`src/logic/dbg_pkg.sv`:
```
// debug word and memory request types, data and address widths, select-0 field positions
`default_nettype none

package dbg_pkg;

	// data path and memory address widths
	localparam int dbg_data_w = 32;
	localparam int dbg_addr_w = 8;

	// select-0 word layout
	localparam int dbg_addr_lsb = 0;
	localparam int dbg_addr_msb = dbg_addr_lsb + dbg_addr_w - 1; // bits 7:0
	localparam int dbg_rd_bit   = 8; // read request flag

	// one captured DR word
	typedef struct packed {
		logic                  sel;  // 0 for IR 0x32, 1 for IR 0x38
		logic [dbg_data_w-1:0] data;
	} dbg_word_t;

	// one memory access as presented by either master
	typedef struct packed {
		logic                  we;
		logic [dbg_addr_w-1:0] addr;
		logic [dbg_data_w-1:0] wdata; // ignored on reads
	} mem_req_t;

endpackage

`default_nettype wire

```
`src/logic/mem_arbiter.sv`:
```
// round-robin memory arbiter for the debug and host masters, with read data ownership
`default_nettype none

module mem_arbiter import dbg_pkg::*; #(
	parameter int mem_depth = 256
) (
	input  logic     clk48m,
	input  logic     jrstn,
	input  logic     dbg_req,
	input  mem_req_t dbg_cmd,
	input  logic     host_req,
	input  mem_req_t host_cmd,
	output logic     dbg_grant,
	output logic     host_grant,
	output logic     dbg_rvalid,
	output logic     host_rvalid,
	output logic     mem_en,
	output mem_req_t mem_cmd
);

	logic     rd_busy;   // read data cycle, port not available
	logic     rd_owner;  // 1 when the host owns the pending read data
	logic     last_host; // last winner was the host
	mem_req_t sel_cmd;

	always_comb begin
		dbg_grant  = 1'b0;
		host_grant = 1'b0;
		if (!rd_busy) begin
			if (dbg_req && (!host_req || last_host)) begin
				dbg_grant = 1'b1;
			end else if (host_req) begin
				host_grant = 1'b1;
			end
		end
	end

	assign mem_en  = dbg_grant || host_grant;
	assign sel_cmd = host_grant ? host_cmd : dbg_cmd;

	// address wraps to the memory depth
	always_comb begin
		mem_cmd      = sel_cmd;
		mem_cmd.addr = dbg_addr_w'(sel_cmd.addr % mem_depth);
	end

	always_ff @(posedge clk48m) begin
		if (!jrstn) begin
			rd_busy   <= 1'b0;
			rd_owner  <= 1'b0;
			last_host <= 1'b1; // debug master goes first after reset
		end else begin
			rd_busy <= mem_en && !mem_cmd.we;
			if (mem_en) begin
				rd_owner  <= host_grant;
				last_host <= host_grant;
			end
		end
	end

	assign dbg_rvalid  = rd_busy && !rd_owner;
	assign host_rvalid = rd_busy && rd_owner;

endmodule

`default_nettype wire

```
`config.mk`:
```
export PLATFORM = sky130hd
export DESIGN_NAME = mem_arbiter
export DESIGN_NICKNAME = d
export VERILOG_FILES = /design/src/logic/dbg_pkg.sv /design/src/logic/mem_arbiter.sv
export SDC_FILE = /design/constraint.sdc
export NUM_CORES = 1
export LEC_CHECK = 0
export BUFFER_PORTS_ARGS = -buffer_cell sky130_fd_sc_hd__buf_2
export CORE_ASPECT_RATIO = 0.5
export CORE_MARGIN = 2
export CORE_UTILIZATION = 28
export DETAILED_ROUTE_END_ITERATION = 8
export PLACE_DENSITY = 0.78
export SYNTH_ARGS = -nofsm -noshare
export SYNTH_HDL_FRONTEND = slang
export SYNTH_SLANG_ARGS = --single-unit
```
`constraint.sdc`:
```
create_clock -name clk48m -period 1.5 [get_ports clk48m]
set_input_delay 0.15 -clock clk48m [delete_from_list [all_inputs] [get_ports clk48m]]
set_output_delay 0.15 -clock clk48m [all_outputs]
set_load 0.01 [all_outputs]
```
==> out/qor.yml <==
synth-compound-area-share_pct: 5.51
initial_core_util_pct: 30.4
layout_common_cells: "buf_2 (92), mux2_4 (39), buf_6 (39)"
die_h_um: 42.2
routed_via_density: 4.31
fin_area_um2: 1890
synth.avg_cell_area_um2: 12.8
yosys-mux-area-fraction_pct: 73.0
grt_pass1_vias: 1112
min_to: "last_host"
cts-root-buf: "clkbuf_8"
gp_congestion: 0.860
firstDrtPassIters: 4
cp_max_fo: 14
wl_per_cell_um: 14.4
io_buffers: 131
io_pins: 132
synthSimpleGateAreaFrac_pct: 8.12
drive_above_1_share_pct: 93.1
wl_um: 3450
grt.total_usage_pct: 19.9
synth_area_um2: 817
p_int_uw: 752
area_growth_syn_to_layout_pct: 131
hpwl_um: 2630
cts_hold_buf: 0
maxCapViolations: 0
dr_total_vias: 1030
hold_class: "in -> reg"
preCtsSetupSlack_ns: 0.0907
overflow: 0
design.die.area_um2: 3390
layout_commonest_cell: "buf_2"
drt_iter0_markers: 41
status: "finished with violations"
synth-seq-cells: 3
cts_num_sinks: 3
period_needed_ns: 1.59
vdd_drop_max_mv: 0.471
clock_skew_ns: 0.000725
max_freq_mhz: 628
placed_cell_area_um2: 1530
ff2ff_path_depth: 5
cp_data_required_time_ns: 1.35
power.share.clock_pct: 21.9
reg2reg_from: "rd_busy"
grt_pass1_wl_um: 5180
p_switching_uw: 327
power_uw: 1080
worst_hold_startpoint: "jrstn"
p_seq_share_pct: 8.8
startpoint_type: "flip-flop"
finalSetupViolations: 41
fin_nets: 289
ys_types: 17
worstSkewPairLatency_ns: 0.22
rsz0062_at_grt: "true"
worst_pin_slew_ns: 0.288
numCtsBuffers: 3
failed_checks: "setup timing"
synthCells: 64
r2r_end: "rd_busy"
endpoint_kind: "primary output"
die_w_um: 80.4
synthXorXnorAreaFrac_pct: 0
syn_nets: 150
ys_seq_area_share_pct: 7.35
timing.final.max_slew_violations: 0
hold_viol_final: 0
slew_headroom_pct: 80.7
synthAdderAreaFrac_pct: 0
clk_pin_slew_ns: 0.03
antenna_found_initial: 0
worstSetupPathType: "reg -> out"
setup_ws_ns: -0.0918
final_antenna_net_count: 0
cts_tree: "built"
regToRegSetupSlack_ns: 0.33
synth_top_family_by_area: "multiplexers"
min_delay_path_depth: 2
cp_data_arrival_time_ns: 1.44
synth_warnings: 0
num_antenna_cells: 0
period_share_pct: 106
clk_path_buf_depth: 2
drcViolationCount: 0
row_count: 13
htreeDepth: 1
power_density_nw_per_um2: 572
grt_max_degree: 15
cellLeakagePower_uw: 0.00112
pwr-share-comb_pct: 69.3
p_sw_share_pct: 30.3
core-area_um2: 2680
cell type report:
| class | instances | area [um^2] |
|---|---|---|
| Timing Repair Buffer | 138 | 1010 |
| Fill cell | 201 | 798 |
| Multi-Input combinational cell | 56 | 716 |
| Sequential cell | 3 | 65.1 |
| Tap cell | 37 | 46.3 |
| Clock buffer | 4 | 45.0 |
| Inverter | 1 | 3.75 |
cells by family (layout without fill, tap and decap cells):
| family | after synthesis | count (layout) |
|---|---|---|
| mux | 40 | 40 |
| flops | 3 | 3 |
| compound gates | 6 | 6 |
| simple gates | 10 | 10 |
| buf+inv | 5 | 143 |
power by group through the flow:
| stage | clock network, uW | registers [uW] | logic [uW] |
|---|---|---|---|
| floorplan | 0 | 93.1 | 336 |
| global placement | 0 | 94.1 | 569 |
| detailed placement | 0 | 94.5 | 580 |
| CTS | 242 | 94.1 | 740 |
| global route | 254 | 95.3 | 790 |
| finish | 237 | 94.8 | 748 |
layer usage:
metal	up-vias	GRT usage [%]	wire length (um)
met2	36	40.0	2040
met5	-	0	0
met4	0	8.47	85
met3	8	2.16	128
met1	469	20.8	1190
li1	517	-	-
stage by stage:
step | setup TNS [ns] | instances | hold WS (ns) | utilization [%]
3_5_place_dp | 0 | 231 | 0.365 | 57.2
6_report | -2.78 | 239 | 0.143 | 70.3
5_1_grt | -4.31 | 239 | 0.149 | 70.3
3_3_place_gp | 0 | 231 | 0.366 | 57.2
2_1_floorplan | 0 | 64 | 0.226 | -
4_1_cts | -3.19 | 238 | 0.140 | 70.0
worst max-delay path by stage:
stage / depth (start not counted) / end / startpoint
after detailed placement: 5 / mem_cmd[6] / rd_busy
after global routing: 5 / mem_cmd[20] / rd_busy
after floorplan: 4 / mem_cmd[10] / rd_busy
after CTS: 5 / mem_cmd[18] / rd_busy
after global placement: 5 / mem_cmd[1] / last_host
final: 5 / mem_cmd[20] / rd_busy
synthesized netlist by cell type:
cell type,number,area (um^2)
a21boi_0,1,7.51
a311oi_1,1,8.76
a31o_2,1,8.76
and2_1,1,6.26
buf_6,4,45.0
dfxtp_1,3,60.1
inv_1,1,3.75
mux2_2,1,11.3
mux2_4,39,586
nand2_1,2,7.51
nand2_4,1,11.3
nor2_1,2,7.51
nor2b_1,2,12.5
nor2b_4,1,13.8
nor3b_1,1,7.51
o21ai_0,2,10.0
o21ba_2,1,10.0
registers in the layout, indices dropped and copies added, names as in the netlist:
signal     count
rd_owner       1
rd_busy        1
last_host      1
critical path: stages, from the launching register on:
cell and delay [ns]:
dfxtp_4 0.34, nor2b_4 0.14, nand2_4 0.12, buf_12 0.18, mux2_4 0.31, buf_6 0.13
timing repair:
| item | 4_1_cts | 5_1_grt |
|---|---|---|
| endpoints found under the setup margin | 40 | 41 |
| gates cloned | 1 | 0 |
| pin swaps | 1 | 0 |
| gates resized for setup | 45 | 1 |
| setup buffers | 2 | 1 |
Power figures use the tool's default switching activity.
