File: config.mk
export PLATFORM = sky130hd
export DESIGN_NAME = jtag_dr_capture
export DESIGN_NICKNAME = d
export VERILOG_FILES = /design/src/logic/dbg_pkg.sv /design/src/logic/jtag_dr_capture.sv
export SDC_FILE = /design/constraint.sdc
export NUM_CORES = 1
export LEC_CHECK = 0
export ABC_CLOCK_PERIOD_IN_PS = 4600
export BUFFER_PORTS_ARGS = -buffer_cell sky130_fd_sc_hd__buf_4
export CORE_ASPECT_RATIO = 0.75
export CORE_MARGIN = 3
export CORE_UTILIZATION = 57
export CTS_CLUSTER_SIZE = 24
export DETAILED_ROUTE_END_ITERATION = 6
export GPL_TIMING_DRIVEN = 0
export PLACE_DENSITY = 0.89
export SETUP_SLACK_MARGIN = 0.02
export SYNTH_ARGS = -nofsm -noshare
export SYNTH_HDL_FRONTEND = slang
export SYNTH_SLANG_ARGS = --single-unit
export TNS_END_PERCENT = 20
File: constraint.sdc
create_clock -name clk48m -period 4.6 [get_ports clk48m]
set_clock_uncertainty 0.15 [all_clocks]
set_input_delay 0.23 -clock clk48m [delete_from_list [all_inputs] [get_ports clk48m]]
set_output_delay 0.23 -clock clk48m [all_outputs]
set_load 0.1 [all_outputs]
File: src/logic/dbg_pkg.sv
// debug word and memory request types, data and address widths, select-0 field positions
`default_nettype none

package dbg_pkg;

	// data path and memory address widths
	localparam int dbg_data_w = 32;
	localparam int dbg_addr_w = 8;

	// select-0 word layout
	localparam int dbg_addr_lsb = 0;
	localparam int dbg_addr_msb = dbg_addr_lsb + dbg_addr_w - 1; // bits 7:0
	localparam int dbg_rd_bit   = 8; // read request flag

	// one captured DR word
	typedef struct packed {
		logic                  sel;  // 0 for IR 0x32, 1 for IR 0x38
		logic [dbg_data_w-1:0] data;
	} dbg_word_t;

	// one memory access as presented by either master
	typedef struct packed {
		logic                  we;
		logic [dbg_addr_w-1:0] addr;
		logic [dbg_data_w-1:0] wdata; // ignored on reads
	} mem_req_t;

endpackage

`default_nettype wire

File: src/logic/jtag_dr_capture.sv
// JTAG data register capture: jtck oversampling, DR shift, select latch, update strobe
`default_nettype none

module jtag_dr_capture import dbg_pkg::*; (
	input  logic      clk48m,
	input  logic      jrstn,
	input  logic      jtck,
	input  logic      jtdi,
	input  logic      jshift,
	input  logic      jupdate,
	input  logic      jce1,
	input  logic      jce2,
	output dbg_word_t dbgreg,
	output logic      dbgreg_strobe
);

	logic [3:0]            tck_shift;  // jtck history, bit 0 newest
	logic                  tck_rise;
	logic                  old_jshift; // jshift seen at the previous action point
	logic                  dr_sel;
	logic [dbg_data_w-1:0] dr_shift;

	// act a few cycles after the rising edge so TAP outputs have settled
	assign tck_rise = tck_shift[2] && !tck_shift[3];

	always_ff @(posedge clk48m) begin
		if (!jrstn) begin
			tck_shift     <= '0;
			old_jshift    <= 1'b0;
			dr_sel        <= 1'b0;
			dbgreg_strobe <= 1'b0;
		end else begin
			tck_shift     <= {tck_shift[2:0], jtck};
			dbgreg_strobe <= tck_rise && jupdate;
			if (tck_rise) begin
				old_jshift <= jshift;
				if (jce1 || jce2) begin
					dr_sel <= jce2; // jce2 marks the IR 0x38 register
				end
			end
		end
	end

	// shift register and captured word
	always_ff @(posedge clk48m) begin
		if (tck_rise && old_jshift) begin
			dr_shift <= {jtdi, dr_shift[dbg_data_w-1:1]}; // lsb first, enters at the top
		end
		if (tck_rise && jupdate) begin
			dbgreg.sel  <= dr_sel;
			dbgreg.data <= dr_shift; // value before this edge's shift
		end
	end

endmodule

`default_nettype wire

==> metrics.log <==
INFO  metric run_status = complete, no violations
INFO  metric grt_max_degree = 34
INFO  metric crit_arrival = between 1.5 and 2 ns
INFO  metric power_density = 464 nW/µm²
INFO  metric post-dp-hpwl = approximately 1800 µm
INFO  metric path_delay_family = simple AND/OR/NAND/NOR gates
INFO  metric synth_cell_types = 11
INFO  metric criticalPathCategory = register to register
INFO  metric routed_wire_length_per_instance = 15.2 µm
INFO  metric ir_drop = about 0.00052 V
INFO  metric final_common_cell = edfxtp_1
INFO  metric max-cap-violations = 0
INFO  metric ctsLongestPathBuffers = 2
INFO  metric critical_path_buf_inv_count = 0
INFO  metric wl = 2960 µm
INFO  metric timing.final.crit_period = 1.74 ns
INFO  metric clk_latency = 0.33 ns
INFO  metric fp.dieH = 59.7 µm
INFO  metric antenna_violating_nets_post_route = 0
INFO  metric die_w = 77.5 µm
INFO  metric first_global_vias = 953
INFO  metric area_delta_synth_final = 29.0%
INFO  metric critPathMaxFanout = 33
INFO  metric cp-start-kind = register
INFO  metric totalNegativeSetupSlack = 0 ns
INFO  metric synth.ff_latch_count = 72
INFO  metric cts.root.buffer_cell = clkbuf_8
INFO  metric achievable-frequency = 575 MHz
INFO  metric cts_tree = yes
INFO  metric detail_route.iter0.violations = between 50 and 60
INFO  metric post_drt_via_cell_ratio = 4.86
INFO  metric numCtsBuffers = 9
INFO  metric antenna_found_initial = 0
INFO  metric grt_pass1_wl = ~4800 µm
INFO  metric row_count = 18
INFO  metric worstHoldPathType = input port to register
INFO  metric finalHoldWorstSlack = 0.0137 ns
INFO  metric grt_overflow = 0
INFO  metric port_buffers = a little over 40
INFO  metric worstMarginPinSlew = around 0.76 ns
INFO  metric detail_route.drc_violations = 0
INFO  metric yosysSeqAreaShare = 0.956
INFO  metric hold_viol = 0
INFO  metric cp_cell_sequence = nor2b_4, and2_2
INFO  metric summed_instance_area_of_the_synthesized_netlist = about 2200 µm²
INFO  metric grtUsageTotal = 0.150
INFO  metric most_frequent_cells_in_the_layout = edfxtp_1 (65), buf_4 (41), clkbuf_8 (9)
INFO  metric vias = approximately 950
INFO  metric max_transition_viols_final = 0
INFO  metric cellLeakagePower = 1.01 nW
INFO  metric rsz_0062_raised_after_global_routing = no
INFO  metric finalCritPeriodShare = 0.378
INFO  metric setup_violations = 0
INFO  metric yosys_warnings = 0
INFO  metric slowest_library_cell_on_the_worst_path = and2_2
INFO  metric final_nets = 148
INFO  metric cts_max_level = 3
INFO  metric antenna_diode_count = 0
INFO  metric synth_nets = 93
INFO  metric cts_num_sinks = 72
INFO  metric floorplan.initialDensity = 0.627
INFO  metric cp_data_required_time = approximately 4.4 ns
INFO  metric avg_cell_area_syn = 25.7 µm²
INFO  metric ios = 42
INFO  metric slew_headroom = 0.495
INFO  metric cp-end-kind = register
INFO  metric drt_pre_antenna_iters = 4
INFO  metric finalWeightedCongestion = 0.644
INFO  metric die_area = 4630 µm²
INFO  metric clk_pin_slew = 0.07 ns
INFO  metric post_cts.repair.setup_buffers = 0
INFO  metric design.core.area = approximately 3500 µm²
INFO  metric final_layout_size_suffix_gt1_frac = 0.414
INFO  metric final.fill_count = between 150 and 200
INFO  metric syn_inst = 85
INFO  metric critPathMaxStageDelay = 0.67 ns
[metrics by stage]
step	worst slack, ns	utilization	cells	power, W	area [µm²]
after floorplan	3.08	-	85	0.000745	2190
after global placement	2.93	0.733	176	0.000754	2560
after detailed placement	2.86	0.733	176	0.000755	2560
after CTS	2.84	0.809	195	0.00132	2820
after global routing	2.77	0.809	195	0.00135	2820
final	2.86	0.809	195	0.00131	2820
[power breakdown]
group	switching, W	leakage (nW)	total [W]	internal [W]
sequential	0.00000149	0.644	0.000709	0.000708
combinational	0.0000240	0.249	0.0000340	0.0000101
clock	0.000209	0.118	0.000567	0.000358
[cell usage after synthesis]
cell type,number,area (µm²)
dfxtp_1,7,140
mux2i_1,1,10.0
nand2_1,1,3.75
and2_2,3,22.5
and3_2,1,7.51
and2_1,3,18.8
edfxtp_1,65,1950
a31o_1,1,8.76
a21oi_1,1,5.00
nor2b_4,1,13.8
nor2b_1,1,6.26
[logic make-up (layout without fill, tap and decap cells)]
kind of cell,count (synthesis),count (layout),share of synthesized area
AND/OR/NAND/NOR,10,10,0.0332
buffers and inverters,0,60,0
multiplexers,1,1,0.00457
AO/OA/AOI/OAI,2,2,0.00629
flip-flops,72,72,0.956
[repair_timing]
action | CTS | global route
resized for setup | 0 | 0
hold endpoints to repair | 3 | 0
endpoints found under the setup margin | 0 | 0
hold buffers | 3 | 0
[path summary, 6_finish.rpt]
check	slack (ns)	endpoint	startpoint	cells after the start
max	2.86	dbgreg[24]$_DFFE_PP_	tck_shift[2]$_SDFF_PN0_	2
min	0.01	dbgreg_strobe$_SDFF_PN0_	jupdate	2
max reg2reg	2.86	dbgreg[24]$_DFFE_PP_	tck_shift[2]$_SDFF_PN0_	2
min reg2reg	0.27	dbgreg[0]$_DFFE_PP_	dr_shift[0]$_DFFE_PP_	0
[per-layer routing]
metal | share of wire | up-vias | global-route usage
li1 | - | 441 | -
met1 | 0.44 | 468 | 0.181
met2 | 0.49 | 37 | 0.240
met3 | 0.063 | 2 | 0.0723
met4 | 0.0017 | 0 | 0.0533
met5 | 0 | - | 0
[flip-flops by register name, summed over array words and instances (netlist names)]
register	count
dbgreg	33
dbgreg_strobe	1
dr_shift	32
dr_sel	1
old_jshift	1
tck_shift	4
[layout make-up]
type                    count  area [µm²]  area share
flip-flops and latches     72        2090       0.741
repair buffers             44         338       0.120
clock buffers              10         128      0.0452
clock inverters             6         108      0.0381
multi-input cells          13        96.3      0.0341
well taps                  50        62.6      0.0222
No activity file was read; power rests on OpenSTA's default activity.
