==> src/logic/dbg_pkg.sv <==
// debug word and memory request types, data and address widths, select-0 field positions
`default_nettype none

package dbg_pkg;

	// data path and memory address widths
	localparam int dbg_data_w = 32;
	localparam int dbg_addr_w = 8;

	// select-0 word layout
	localparam int dbg_addr_lsb = 0;
	localparam int dbg_addr_msb = dbg_addr_lsb + dbg_addr_w - 1; // bits 7:0
	localparam int dbg_rd_bit   = 8; // read request flag

	// one captured DR word
	typedef struct packed {
		logic                  sel;  // 0 for IR 0x32, 1 for IR 0x38
		logic [dbg_data_w-1:0] data;
	} dbg_word_t;

	// one memory access as presented by either master
	typedef struct packed {
		logic                  we;
		logic [dbg_addr_w-1:0] addr;
		logic [dbg_data_w-1:0] wdata; // ignored on reads
	} mem_req_t;

endpackage

`default_nettype wire

==> src/logic/dbg_cmd_decode.sv <==
// debug command decoder: address register, read and auto-incrementing write requests, read data hold
`default_nettype none

module dbg_cmd_decode import dbg_pkg::*; (
	input  logic                  clk48m,
	input  logic                  jrstn,
	input  dbg_word_t             dbgreg,
	input  logic                  dbgreg_strobe,
	input  logic                  dbg_grant,
	input  logic                  dbg_rvalid_in,
	input  logic [dbg_data_w-1:0] mem_rdata,
	output logic                  dbg_req,
	output mem_req_t              dbg_cmd,
	output logic [dbg_data_w-1:0] dbg_rdata,
	output logic                  dbg_rvalid,
	output logic                  dbg_overrun
);

	logic [dbg_addr_w-1:0] addr;       // debug address pointer
	logic                  req_we;
	logic [dbg_data_w-1:0] req_wdata;
	logic [dbg_data_w-1:0] rdata_hold;
	logic                  accept;
	logic                  rd_flag;

	// a request still waiting for its grant blocks new words
	assign accept  = dbgreg_strobe && !(dbg_req && !dbg_grant);
	assign rd_flag = dbgreg.data[dbg_rd_bit];

	always_ff @(posedge clk48m) begin
		if (!jrstn) begin
			addr        <= '0;
			dbg_req     <= 1'b0;
			req_we      <= 1'b0;
			dbg_overrun <= 1'b0;
		end else begin
			dbg_overrun <= dbgreg_strobe && !accept;

			// a fresh address load takes precedence over the increment
			if (accept && !dbgreg.sel) begin
				addr <= dbgreg.data[dbg_addr_msb:dbg_addr_lsb];
			end else if (dbg_grant && req_we) begin
				addr <= addr + 1'b1; // wraps with the register width
			end

			if (accept && (dbgreg.sel || rd_flag)) begin
				dbg_req <= 1'b1;
				req_we  <= dbgreg.sel;
			end else if (dbg_grant) begin
				dbg_req <= 1'b0;
			end
		end
	end

	always_ff @(posedge clk48m) begin
		if (accept && dbgreg.sel) begin
			req_wdata <= dbgreg.data;
		end
		if (dbg_rvalid_in) begin
			rdata_hold <= mem_rdata;
		end
	end

	// address is stable while the request is pending
	assign dbg_cmd = '{we: req_we, addr: addr, wdata: req_wdata};

	// data shows up with its valid pulse, then stays put
	assign dbg_rdata  = dbg_rvalid_in ? mem_rdata : rdata_hold;
	assign dbg_rvalid = dbg_rvalid_in;

endmodule

`default_nettype wire

==> config.mk <==
export PLATFORM = sky130hd
export DESIGN_NAME = dbg_cmd_decode
export DESIGN_NICKNAME = d
export VERILOG_FILES = /design/src/logic/dbg_pkg.sv /design/src/logic/dbg_cmd_decode.sv
export SDC_FILE = /design/constraint.sdc
export NUM_CORES = 1
export LEC_CHECK = 0
export ABC_AREA = 1
export BUFFER_PORTS_ARGS = -buffer_cell sky130_fd_sc_hd__buf_2
export CAP_MARGIN = 20
export CORE_AREA = 2 2 103 95
export DETAILED_ROUTE_END_ITERATION = 16
export DIE_AREA = 0 0 105 97
export RECOVER_POWER = 100
export SLEW_MARGIN = 20
export SYNTH_ARGS = -nofsm -noshare
export SYNTH_HDL_FRONTEND = slang
export SYNTH_SLANG_ARGS = --single-unit
==> constraint.sdc <==
create_clock -name clk48m -period 4.2 [get_ports clk48m]
set_clock_uncertainty 0.05 [all_clocks]
set_input_delay 0.42 -clock clk48m [delete_from_list [all_inputs] [get_ports clk48m]]
set_output_delay 0.42 -clock clk48m [all_outputs]
set_load 0.05 [all_outputs]
==> results of run 1 <==
path summary, 6_finish.rpt:
kind	cells after the start	startpoint	slack, ns	end
max	3	dbg_rvalid_in	1.24	dbg_rdata[15]
min	1	dbgreg[23]	0.20	req_wdata[23]
max reg2reg	3	dbg_req	2.44	req_wdata[10]
min reg2reg	1	rdata_hold[27]	0.41	rdata_hold[27]
worst max-delay path, stage by stage:
cell	delay [ns]
clkbuf_1	1.20
mux2_2	0.38
clkbuf_1	0.48
area by class of cell:
class                           count  share of cell area
Clock buffer                       11             0.03659
Tap cell                          122             0.04251
Sequential cell                    75              0.5073
Clock inverter                      5             0.02857
Timing Repair Buffer              145              0.1728
Multi-Input combinational cell    105              0.1955
Inverter                           16             0.01672
metrics by stage:
stage | instance area, um2 | total power [W]
floorplan | 2649 | 0.001112
global placement | 3482 | 0.001199
detailed placement | 3482 | 0.001205
CTS | 3716 | 0.001860
global route | 3591 | 0.001894
finish | 3591 | 0.001812
registers in the layout, summed over array words and instances (netlist names):
| register | cells |
|---|---|
| addr | 8 |
| dbg_overrun | 1 |
| dbg_req | 1 |
| rdata_hold | 32 |
| req_wdata | 32 |
| req_we | 1 |
layout by cell type, fill, tap and decap left out:
master / instances
clkbuf_1: 86
buf_2: 61
dfxtp_1: 43
nand2_1: 34
edfxtp_1: 32
mux2_2: 19
inv_1: 16
mux2_1: 13
nand3_1: 9
clkbuf_8: 9
a21oi_1: 8
nor2_1: 7
o21ai_0: 5
bufinv_16: 3
nand4_1: 2
a31oi_1: 2
nor2_4: 1
nand3b_1: 1
nor3_1: 1
o211ai_1: 1
xor2_1: 1
ha_1: 1
clkinv_1: 1
clkinv_4: 1
logic make-up (layout without fill, tap and decap cells):
kind of cell,count (synthesis),in the layout
mux,32,32
simple gates,55,55
flops,75,75
xor+xnor,1,1
compound gates,16,16
fa+ha+maj,1,1
buf+inv,23,177
power by group:
part           internal (W)  switching (W)
combinational     0.0000757       0.000258
clock              0.000395       0.000252
sequential         0.000815      0.0000171
routing by layer:
metal	track usage	vias up	wire, um
li1	-	991	-
met1	0.1436	889	2658
met2	0.1878	90	2722
met3	0.05391	9	556
met4	0.04308	0	83
met5	0	-	0
==> reports/metrics.yaml, run 1 <==
drt:
  detailedRoute.firstIterationViolations: 78
  remaining_drc_errors: 0
  routed_wirelength_um: 6022
  detail_route.wl_per_cell_um: 12.57
  detail_route.first_pass.iterations: 4
  route.vias.total: 1979
  ant_nets: 0
  routed_via_density: 4.132
logic_synthesis:
  synth-simple-area-share: 0.09353
  synthDistinctLibCells: 22
  synth_area_um2: 2649
  cell_type_contributing_the_most_total_cell_area_after_synthesis: "edfxtp_1"
  synth_most_common_cell: "dfxtp_1"
  synth_top_cells_by_count: "43 x dfxtp_1, 33 x nand2_1, 32 x edfxtp_1"
  synth_edf_count: 32
  synthFlopType: "dfxtp_1"
  ys_seq_area_frac: 0.6878
  synth.top_cells.by_area: "edfxtp_1 36%, dfxtp_1 32%, mux2_2 13%"
  syn-instance-count: 203
  synth_top_family_by_area: "multiplexers"
  synth_fp_nets: 274
  asyncSetResetFlopFracSynth: 0
  synth_top_area_share: 0.3628
  post_synth_xor_area_fraction: 0.003307
  yosys-mux-area-fraction: 0.1360
  synth_seq_cells: 75
  yosys.area_share.adder: 0.004724
  yosys_warnings: 0
  post_synth.cell_area_avg_um2: 13.05
  post_synthesis_compound_gate_area_fraction: 0.03212
die:
  die_area_um2: 10190
  start_util: 0.2943
  die_w_um: 105
  ioPinCount: 146
  fp.coreArea_um2: 9001
  fp-row-count: 33
  die_h_um: 97
sta:
  worst_slew_margin_rel: -0.1288
  drv_slew: 34
  worst_tran_pin_value_ns: 1.693
  fin_crit_sh: 0.7050
  timing.final.crit_period_ns: 2.961
  summed_negative_setup_slack_over_all_endpoints_ns: 0
  grt_setup_unrepaired: "false"
  final-hold-violation-count: 0
  finalSetupViolations: 0
  final.setup.worst_slack_ns: 1.239
  holdWs_ns: 0.2030
  max_freq_ghz: 0.3377
placement:
  place_worst_setup_slack_ns: 2.101
  io_buffer_count: 145
  post-place-cells: 463
  dpl.hpwl_um: 4611
  globalplace.congestion: 0.7481
cts:
  cts_max_level: 3
  cts.clk_slew.worst_paths_ns: 0.08
  cts_root_buf: "clkbuf_8"
  tritoncts: "yes"
  buffer_depth_of_the_longest_clock_path: 2
  clock_insertion_delay_worst_skew_ns: 0.33
  cts_repair_resize_count: 0
  cts_buffers: 9
  post_cts_buffers: 0
  cts.sink_count: 75
  cts-hold-fix-buffers: 0
power:
  ir_worst_vdd_uv: 208.5
  power_density_nw_per_um2: 504.5
  p_leak_nw: 1.428
run_status:
  failed_checks: "max-capacitance violations, max-slew violations"
  run_status: "finished with violations"
global_route:
  grt_overflow: 0
  grt_start_max_net_pins: 34
  first_global_vias: 1972
  antenna_violations_before_repair: 0
  globalRouteTotalUtil: 0.1193
  grt_pass1_wl_um: 9515
worst_hold_path:
  min_path_type: "input port to flop"
critical_path:
  worstPathMaxFanout: 33
  required_ns: 3.73
  crit_type: "input port to output port"
  crit_path_end_kind: "output port"
  worstSetupStartpointType: "input port"
  crit_arrival_ns: 2.49
cells_and_area:
  ff_latch_area_um2: 1822
  filler_cell_count: 960
  fraction_of_final_layout_cells_with_drive_strength_greater_than_1: 0.2633
  layout.core_utilization: 0.3989
  syn_to_final_growth_pct: 35.57
  multi_input_area_um2: 701.9
  n_antenna_cell: 0
  stdcell_count: 479
  nNetsFinal: 423
job:
  max_cap_violations: 1
No activity file was read; power rests on OpenSTA's default activity.
==> run 2: changes to the inputs <==
--- a/config.mk
+++ b/config.mk
@@ -5,12 +5,12 @@
 export SDC_FILE = /design/constraint.sdc
 export NUM_CORES = 1
 export LEC_CHECK = 0
-export ABC_AREA = 1
+export ABC_AREA = 0
 export BUFFER_PORTS_ARGS = -buffer_cell sky130_fd_sc_hd__buf_2
 export CAP_MARGIN = 20
-export CORE_AREA = 2 2 103 95
+export CORE_AREA = 2 2 101 93
 export DETAILED_ROUTE_END_ITERATION = 16
-export DIE_AREA = 0 0 105 97
+export DIE_AREA = 0 0 103 95
 export RECOVER_POWER = 100
 export SLEW_MARGIN = 20
 export SYNTH_ARGS = -nofsm -noshare
==> constraint.sdc (replaced) <==
create_clock -name clk48m -period 2.6 [get_ports clk48m]
set_clock_uncertainty 0.05 [all_clocks]
set_input_delay 0.26 -clock clk48m [delete_from_list [all_inputs] [get_ports clk48m]]
set_output_delay 0.26 -clock clk48m [all_outputs]
set_load 0.05 [all_outputs]
==> reports/metrics.yaml, run 2 <==
cts:
  cts.sink_count: 75  # unchanged
  cts_root_buf: "clkbuf_8"
  cts_repair_resize_count: 0  # unchanged
  tritoncts: "yes"
  cts_max_level: 3  # unchanged
  cts.clk_slew.worst_paths_ns: 0.08  # about the same
  post_cts_buffers: 0  # unchanged
  clock_insertion_delay_worst_skew_ns: 0.33  # about the same
  cts_buffers: 9  # unchanged
  cts-hold-fix-buffers: 0  # unchanged
  buffer_depth_of_the_longest_clock_path: 2  # unchanged
die:
  die_w_um: 103  # -1.9%
  start_util: 0.2909  # -0.003420
  die_area_um2: 9785  # -3.9%
  fp.coreArea_um2: 8836  # -1.8%
  ioPinCount: 146  # unchanged
  fp-row-count: 33  # unchanged
  die_h_um: 95  # -2.1%
global_route:
  grt_start_max_net_pins: 34  # unchanged
  globalRouteTotalUtil: 0.1115  # -0.007724
  grt_pass1_wl_um: 8114  # -15%
  grt_overflow: 0  # unchanged
  antenna_violations_before_repair: 0  # unchanged
  first_global_vias: 1677  # -15%
logic_synthesis:
  synth_edf_count: 32  # unchanged
  cell_type_contributing_the_most_total_cell_area_after_synthesis: "edfxtp_1"
  synth_seq_cells: 75  # unchanged
  ys_seq_area_frac: 0.7089  # +0.02110
  synth_top_area_share: 0.3739  # +0.01113
  synth.top_cells.by_area: "edfxtp_1 37%, dfxtp_1 33%, mux2_2 14%"
  syn-instance-count: 168  # -17%
  synth_area_um2: 2570  # -3.0%
  synth_top_cells_by_count: "43 x dfxtp_1, 32 x edfxtp_1, 32 x mux2_2"
  asyncSetResetFlopFracSynth: 0  # unchanged
  synth_most_common_cell: "dfxtp_1"
  yosys_warnings: 0  # unchanged
  synthDistinctLibCells: 29  # +32%
  synthFlopType: "dfxtp_1"
  post_synth.cell_area_avg_um2: 15.30  # +17%
  synth_fp_nets: 239  # -13%
drt:
  detailedRoute.firstIterationViolations: 56  # -28%
  detail_route.wl_per_cell_um: 13.47  # +7.1%
  ant_nets: 0  # unchanged
  routed_wirelength_um: 5965  # -0.95%
  route.vias.total: 1899  # -4.0%
  routed_via_density: 4.287  # +3.8%
  detail_route.first_pass.iterations: 4  # unchanged
  remaining_drc_errors: 0  # unchanged
sta:
  drv_slew: 0  # -100%
  final-hold-violation-count: 0  # unchanged
  worst_slew_margin_rel: 0.4912  # +0.6200
  summed_negative_setup_slack_over_all_endpoints_ns: 0  # unchanged
  finalSetupViolations: 0  # unchanged
  grt_setup_unrepaired: "false"
  worst_tran_pin_value_ns: 0.7632  # -0.9300 ns
  max_freq_ghz: 0.5231
  timing.final.crit_period_ns: 1.912
  fin_crit_sh: 0.7353
critical_path:
  crit_path_end_kind: "output port"
  cp_slowest_cell: "buf_2"
  crit_type: "input port to output port"
  cp_cell_sequence: "buf_2 -> mux2_2 -> clkbuf_1"
  crit_arrival_ns: 1.60  # -0.89 ns
  worstPathMaxFanout: 33  # unchanged
  critical-path-max-stage-delay_ns: 0.54  # -0.66 ns
  worstSetupStartpointType: "input port"
  required_ns: 2.29  # -1.44 ns
power:
  ir_worst_vdd_uv: 262.3  # +26%
  seq_power_share: 0.472  # +0.013
  power_switching_share: 0.2984  # +0.007686
  cell_internal_pwr_w: 0.002000  # +56%
  p_leak_nw: 1.322  # -7.5%
  power_frac_comb: 0.188  # +0.004
  netSwitchingPower_w: 0.0008506  # +61%
  power_density_nw_per_um2: 811.5  # +61%
  share_clk_of_total_power: 0.340  # -0.017
job:
  max_cap_violations: 0  # -1
cells_and_area:
  layout.cells.most_common: "clkbuf_1"
  nNetsFinal: 387  # -8.5%
  syn_to_final_growth_pct: 36.66
  n_antenna_cell: 0  # unchanged
  most-common-layout-cells: "85 x clkbuf_1, 62 x buf_2, 43 x dfxtp_1"
  stdcell_count: 443  # -7.5%
  fraction_of_final_layout_cells_with_drive_strength_greater_than_1: 0.3302  # +0.06691
  regs_by_ff_count: "rdata_hold: 32 flops, req_wdata: 32 flops, addr: 8 flops"
run_status:
  run_status: "completed"
placement:
  dpl.hpwl_um: 4631  # +0.45%
  io_buffer_count: 145  # unchanged
  post-place-cells: 427  # -7.8%
  globalplace.congestion: 0.7541  # +0.80%
worst_hold_path:
  min_path_type: "input port to flop"
run 2: cell count changes after synthesis, sizes merged, moves of 5 or more:
cell	delta
a21oi	-7
o41ai	+5
nand3	-5
inv	-12
nand2	-30
nor2	-8
run 2: through the flow:
stage | utilization | hold WS, ns | power (W) | cell area, um2 | setup slack [ns]
2_1_floorplan | - | 0.3089 | 0.001789 | 2570 | 0.6170
3_3_place_gp | 0.3850 | 0.3880 | 0.001930 | 3402 | 0.8287
3_5_place_dp | 0.3850 | 0.3882 | 0.001939 | 3402 | 0.8135
4_1_cts | 0.4102 | 0.02684 | 0.002919 | 3625 | 0.8144
5_1_grt | 0.3975 | 0.01965 | 0.002969 | 3512 | 0.5898
6_report | 0.3975 | 0.04506 | 0.002850 | 3512 | 0.6882
run 2: metal layers:
layer | part of all wire | GRT usage
met5 | 0 | 0
met4 | 0.0089 | 0.06360
met3 | 0.084 | 0.04589
met2 | 0.52 | 0.1889
met1 | 0.39 | 0.1161
run 2: critical path, delay by kind of cell:
family	cells	cell delay, ns
multiplexers	1	0.29
buffers and inverters	2	1.03
run 2: worst paths after layout:
check | cells after the start | startpoint | slack, ns | endpoint
setup / recovery | 3 | dbg_rvalid_in | 0.69 | dbg_rdata[22]
hold / removal | 1 | dbgreg[29] | 0.05 | req_wdata[29]
setup reg to reg | 3 | dbg_req | 0.93 | req_wdata[28]
hold reg to reg | 1 | rdata_hold[15] | 0.42 | rdata_hold[15]
run 2: cell type report:
cell class | count | area [um2]
flip-flops and latches | 75 | 1822
clock inverters | 2 | 38.79
multi-input cells | 80 | 673.1
clock buffers | 14 | 183.9
repair buffers | 146 | 626.9
fillers | 921 | 5324
inverters | 4 | 15.01
well taps | 122 | 152.6
run 2: kinds of logic (layout without fill, tap and decap cells):
logic type      Yosys count  after routing  synth area share
fa+ha+maj                 1              1          0.004868
compound gates           22             22           0.06183
buf+inv                  13            166           0.02677
flops                    75             75            0.7089
simple gates             23             23           0.05063
mux                      32             32            0.1402
xor+xnor                  2              2          0.006817
run 2: power by group through the flow:
stage          clock network [W]  logic, W  registers, W
2_1_floorplan                  0  0.000312       0.00148
3_3_place_gp                   0  0.000561       0.00137
3_5_place_dp                   0  0.000567       0.00137
4_1_cts                  0.00101  0.000568       0.00134
5_1_grt                  0.00105  0.000565       0.00136
6_report                0.000970  0.000535       0.00135
==> run 3: changes to the inputs <==
--- a/config.mk
+++ b/config.mk
@@ -5,12 +5,12 @@
 export SDC_FILE = /design/constraint.sdc
 export NUM_CORES = 1
 export LEC_CHECK = 0
-export ABC_AREA = 0
+export ABC_AREA = 1
 export BUFFER_PORTS_ARGS = -buffer_cell sky130_fd_sc_hd__buf_2
 export CAP_MARGIN = 20
-export CORE_AREA = 2 2 101 93
+export CORE_AREA = 2 2 103 95
 export DETAILED_ROUTE_END_ITERATION = 16
-export DIE_AREA = 0 0 103 95
+export DIE_AREA = 0 0 105 97
 export RECOVER_POWER = 100
 export SLEW_MARGIN = 20
 export SYNTH_ARGS = -nofsm -noshare
==> constraint.sdc (replaced) <==
create_clock -name clk48m -period 1.6 [get_ports clk48m]
set_clock_uncertainty 0.05 [all_clocks]
set_input_delay 0.16 -clock clk48m [delete_from_list [all_inputs] [get_ports clk48m]]
set_output_delay 0.16 -clock clk48m [all_outputs]
set_load 0.05 [all_outputs]
==> reports/metrics.yaml, run 3 (synthesis results as in run 1) <==
critical_path:
  crit_path_end_kind: "output port"
  required_ns: 1.39  # -0.90 ns
  worst_r2r_path_depth: 4  # +1
  worstSetupStartpointType: "input port"
  crit_arrival_ns: 1.34  # -0.26 ns
  worstPathMaxFanout: 2  # -94%
  crit_type: "input port to output port"
die:
  die_w_um: 105  # +1.9%
  fp-row-count: 33  # unchanged
  start_util: 0.2943  # +0.003420
  fp.coreArea_um2: 9001  # +1.9%
  ioPinCount: 146  # unchanged
  die_area_um2: 10190  # +4.1%
  die_h_um: 97  # +2.1%
run_status:
  run_status: "completed"
cells_and_area:
  most-common-layout-cells: "57 x dlygate4sd3_1, 57 x buf_2, 53 x clkbuf_1"
  multi_input_area_um2: 714.4  # +6.1%
  fraction_of_final_layout_cells_with_drive_strength_greater_than_1: 0.3405  # +0.01031
  n_antenna_cell: 0  # unchanged
  regs_by_ff_count: "rdata_hold: 32 flops, req_wdata: 32 flops, addr: 8 flops"
  layout.core_utilization: 0.4696  # +0.07208
  ff_latch_area_um2: 1823  # about the same
  nNetsFinal: 483  # +25%
  filler_cell_count: 894  # -2.9%
  syn_to_final_growth_pct: 59.57
power:
  netSwitchingPower_w: 0.001414  # +66%
  cell_internal_pwr_w: 0.003243  # +62%
  seq_power_share: 0.470  # -0.002
  power_switching_share: 0.3037  # +0.005272
  power_density_nw_per_um2: 1102  # +36%
  power_frac_comb: 0.222  # +0.034
  share_clk_of_total_power: 0.309  # -0.031
  ir_worst_vdd_uv: 448.8  # +71%
  p_leak_nw: 1.782  # +35%
job:
  max_cap_violations: 0  # unchanged
drt:
  routed_wirelength_um: 6798  # +14%
  route.vias.total: 2235  # +18%
  detail_route.first_pass.iterations: 4  # unchanged
  detail_route.wl_per_cell_um: 12.61  # -6.3%
  routed_via_density: 4.147  # -3.3%
  remaining_drc_errors: 0  # unchanged
  ant_nets: 0  # unchanged
  detailedRoute.firstIterationViolations: 70  # +25%
placement:
  globalplace.congestion: 0.7755  # +2.8%
  io_buffer_count: 145  # unchanged
  dpl.hpwl_um: 4600  # -0.67%
sta:
  worst_tran_pin_value_ns: 0.6523  # -0.1109 ns
  finalSetupViolations: 0  # unchanged
  fin_crit_sh: 0.9690
  final-hold-violation-count: 0  # unchanged
  worst_slew_margin_rel: 0.5670  # +0.07580
  summed_negative_setup_slack_over_all_endpoints_ns: 0  # unchanged
  drv_slew: 0  # unchanged
  grt_setup_unrepaired: "false"
  max_freq_ghz: 0.6450
  timing.final.crit_period_ns: 1.550
cts:
  tritoncts: "yes"
  cts.clk_slew.worst_paths_ns: 0.07  # about the same
  clock_insertion_delay_worst_skew_ns: 0.33  # about the same
  cts_root_buf: "clkbuf_8"
  buffer_depth_of_the_longest_clock_path: 2  # unchanged
  cts.sink_count: 75  # unchanged
  cts_buffers: 9  # unchanged
  cts_max_level: 3  # unchanged
global_route:
  globalRouteTotalUtil: 0.1379  # +0.02637
  antenna_violations_before_repair: 0  # unchanged
  grt_overflow: 0  # unchanged
  grt_start_max_net_pins: 31  # -8.8%
  first_global_vias: 2329  # +39%
  grt_pass1_wl_um: 11030  # +36%
worst_hold_path:
  min_delay_path_depth: 2  # +1
  min_path_type: "input port to flop"
-- run 3: changes by cell type in the layout (fill, tap and decap cells not counted), sizes merged, moves of 5 or more --
cell	change
a21oi	+7
dlygate4sd3	+57
inv	+12
nand2	+30
nand3	+5
nor2	+8
o41ai	-5
-- run 3: cell type report --
cell class,count,share of cell area
clock inverter,2,0.003552
clock buffer,14,0.04470
tap,122,0.03612
sequential,75,0.4313
multi-input combinational,105,0.1690
inverter,16,0.01421
timing repair buffer,205,0.3011
-- run 3: timing repair --
action / in CTS / in global routing
buffers inserted: 0 / 0
hold buffers: 55 / 2
endpoints found under the setup margin: 0 / 1
gates resized for setup: 0 / 2
hold endpoints to repair: 55 / 2
-- run 3: power groups by stage --
| stage | sequential (W) | clock [W] | combinational (W) |
|---|---|---|---|
| final | 0.00219 | 0.00144 | 0.00103 |
| after global routing | 0.00220 | 0.00158 | 0.00109 |
| after CTS | 0.00218 | 0.00150 | 0.00105 |
| after detailed placement | 0.00223 | 0 | 0.000947 |
| after global placement | 0.00222 | 0 | 0.000941 |
| after floorplan | 0.00240 | 0 | 0.000525 |
-- run 3: final timing paths --
| kind | startpoint | to | slack, ns |
|---|---|---|---|
| worst max-delay path | mem_rdata[4] | dbg_rdata[4] | 0.05 |
| worst min-delay path | mem_rdata[12] | rdata_hold[12] | 0.02 |
| worst max register to register | dbg_req | req_wdata[12] | 0.11 |
| worst min register to register | rdata_hold[5] | rdata_hold[5] | 0.42 |
-- run 3: critical path, cell delays in order --
cell and delay [ns]:
dlygate4sd3_1 0.55, buf_2 0.12, mux2_1 0.31, buf_4 0.20
-- run 3: per-stage QoR --
step	total power, W	instance area, um2	setup WS (ns)	std cells	hold WS (ns)
6_report	0.004657	4227	0.04964	539	0.02466
3_3_place_gp	0.003163	3536	0.3217	466	0.2885
3_5_place_dp	0.003175	3536	0.3007	466	0.2888
2_1_floorplan	0.002922	2663	0.02798	203	0.2089
4_1_cts	0.004742	4290	0.05625	537	0.00002845
5_1_grt	0.004872	4227	0.01448	539	0.004617
-- run 3: per-layer routing --
metal / part of all wire / vias up / track usage
li1: - / 1113 / -
met1: 0.42 / 1019 / 0.1583
met2: 0.48 / 93 / 0.2353
met3: 0.082 / 10 / 0.04447
met4: 0.015 / 0 / 0.05846
met5: 0 / - / 0
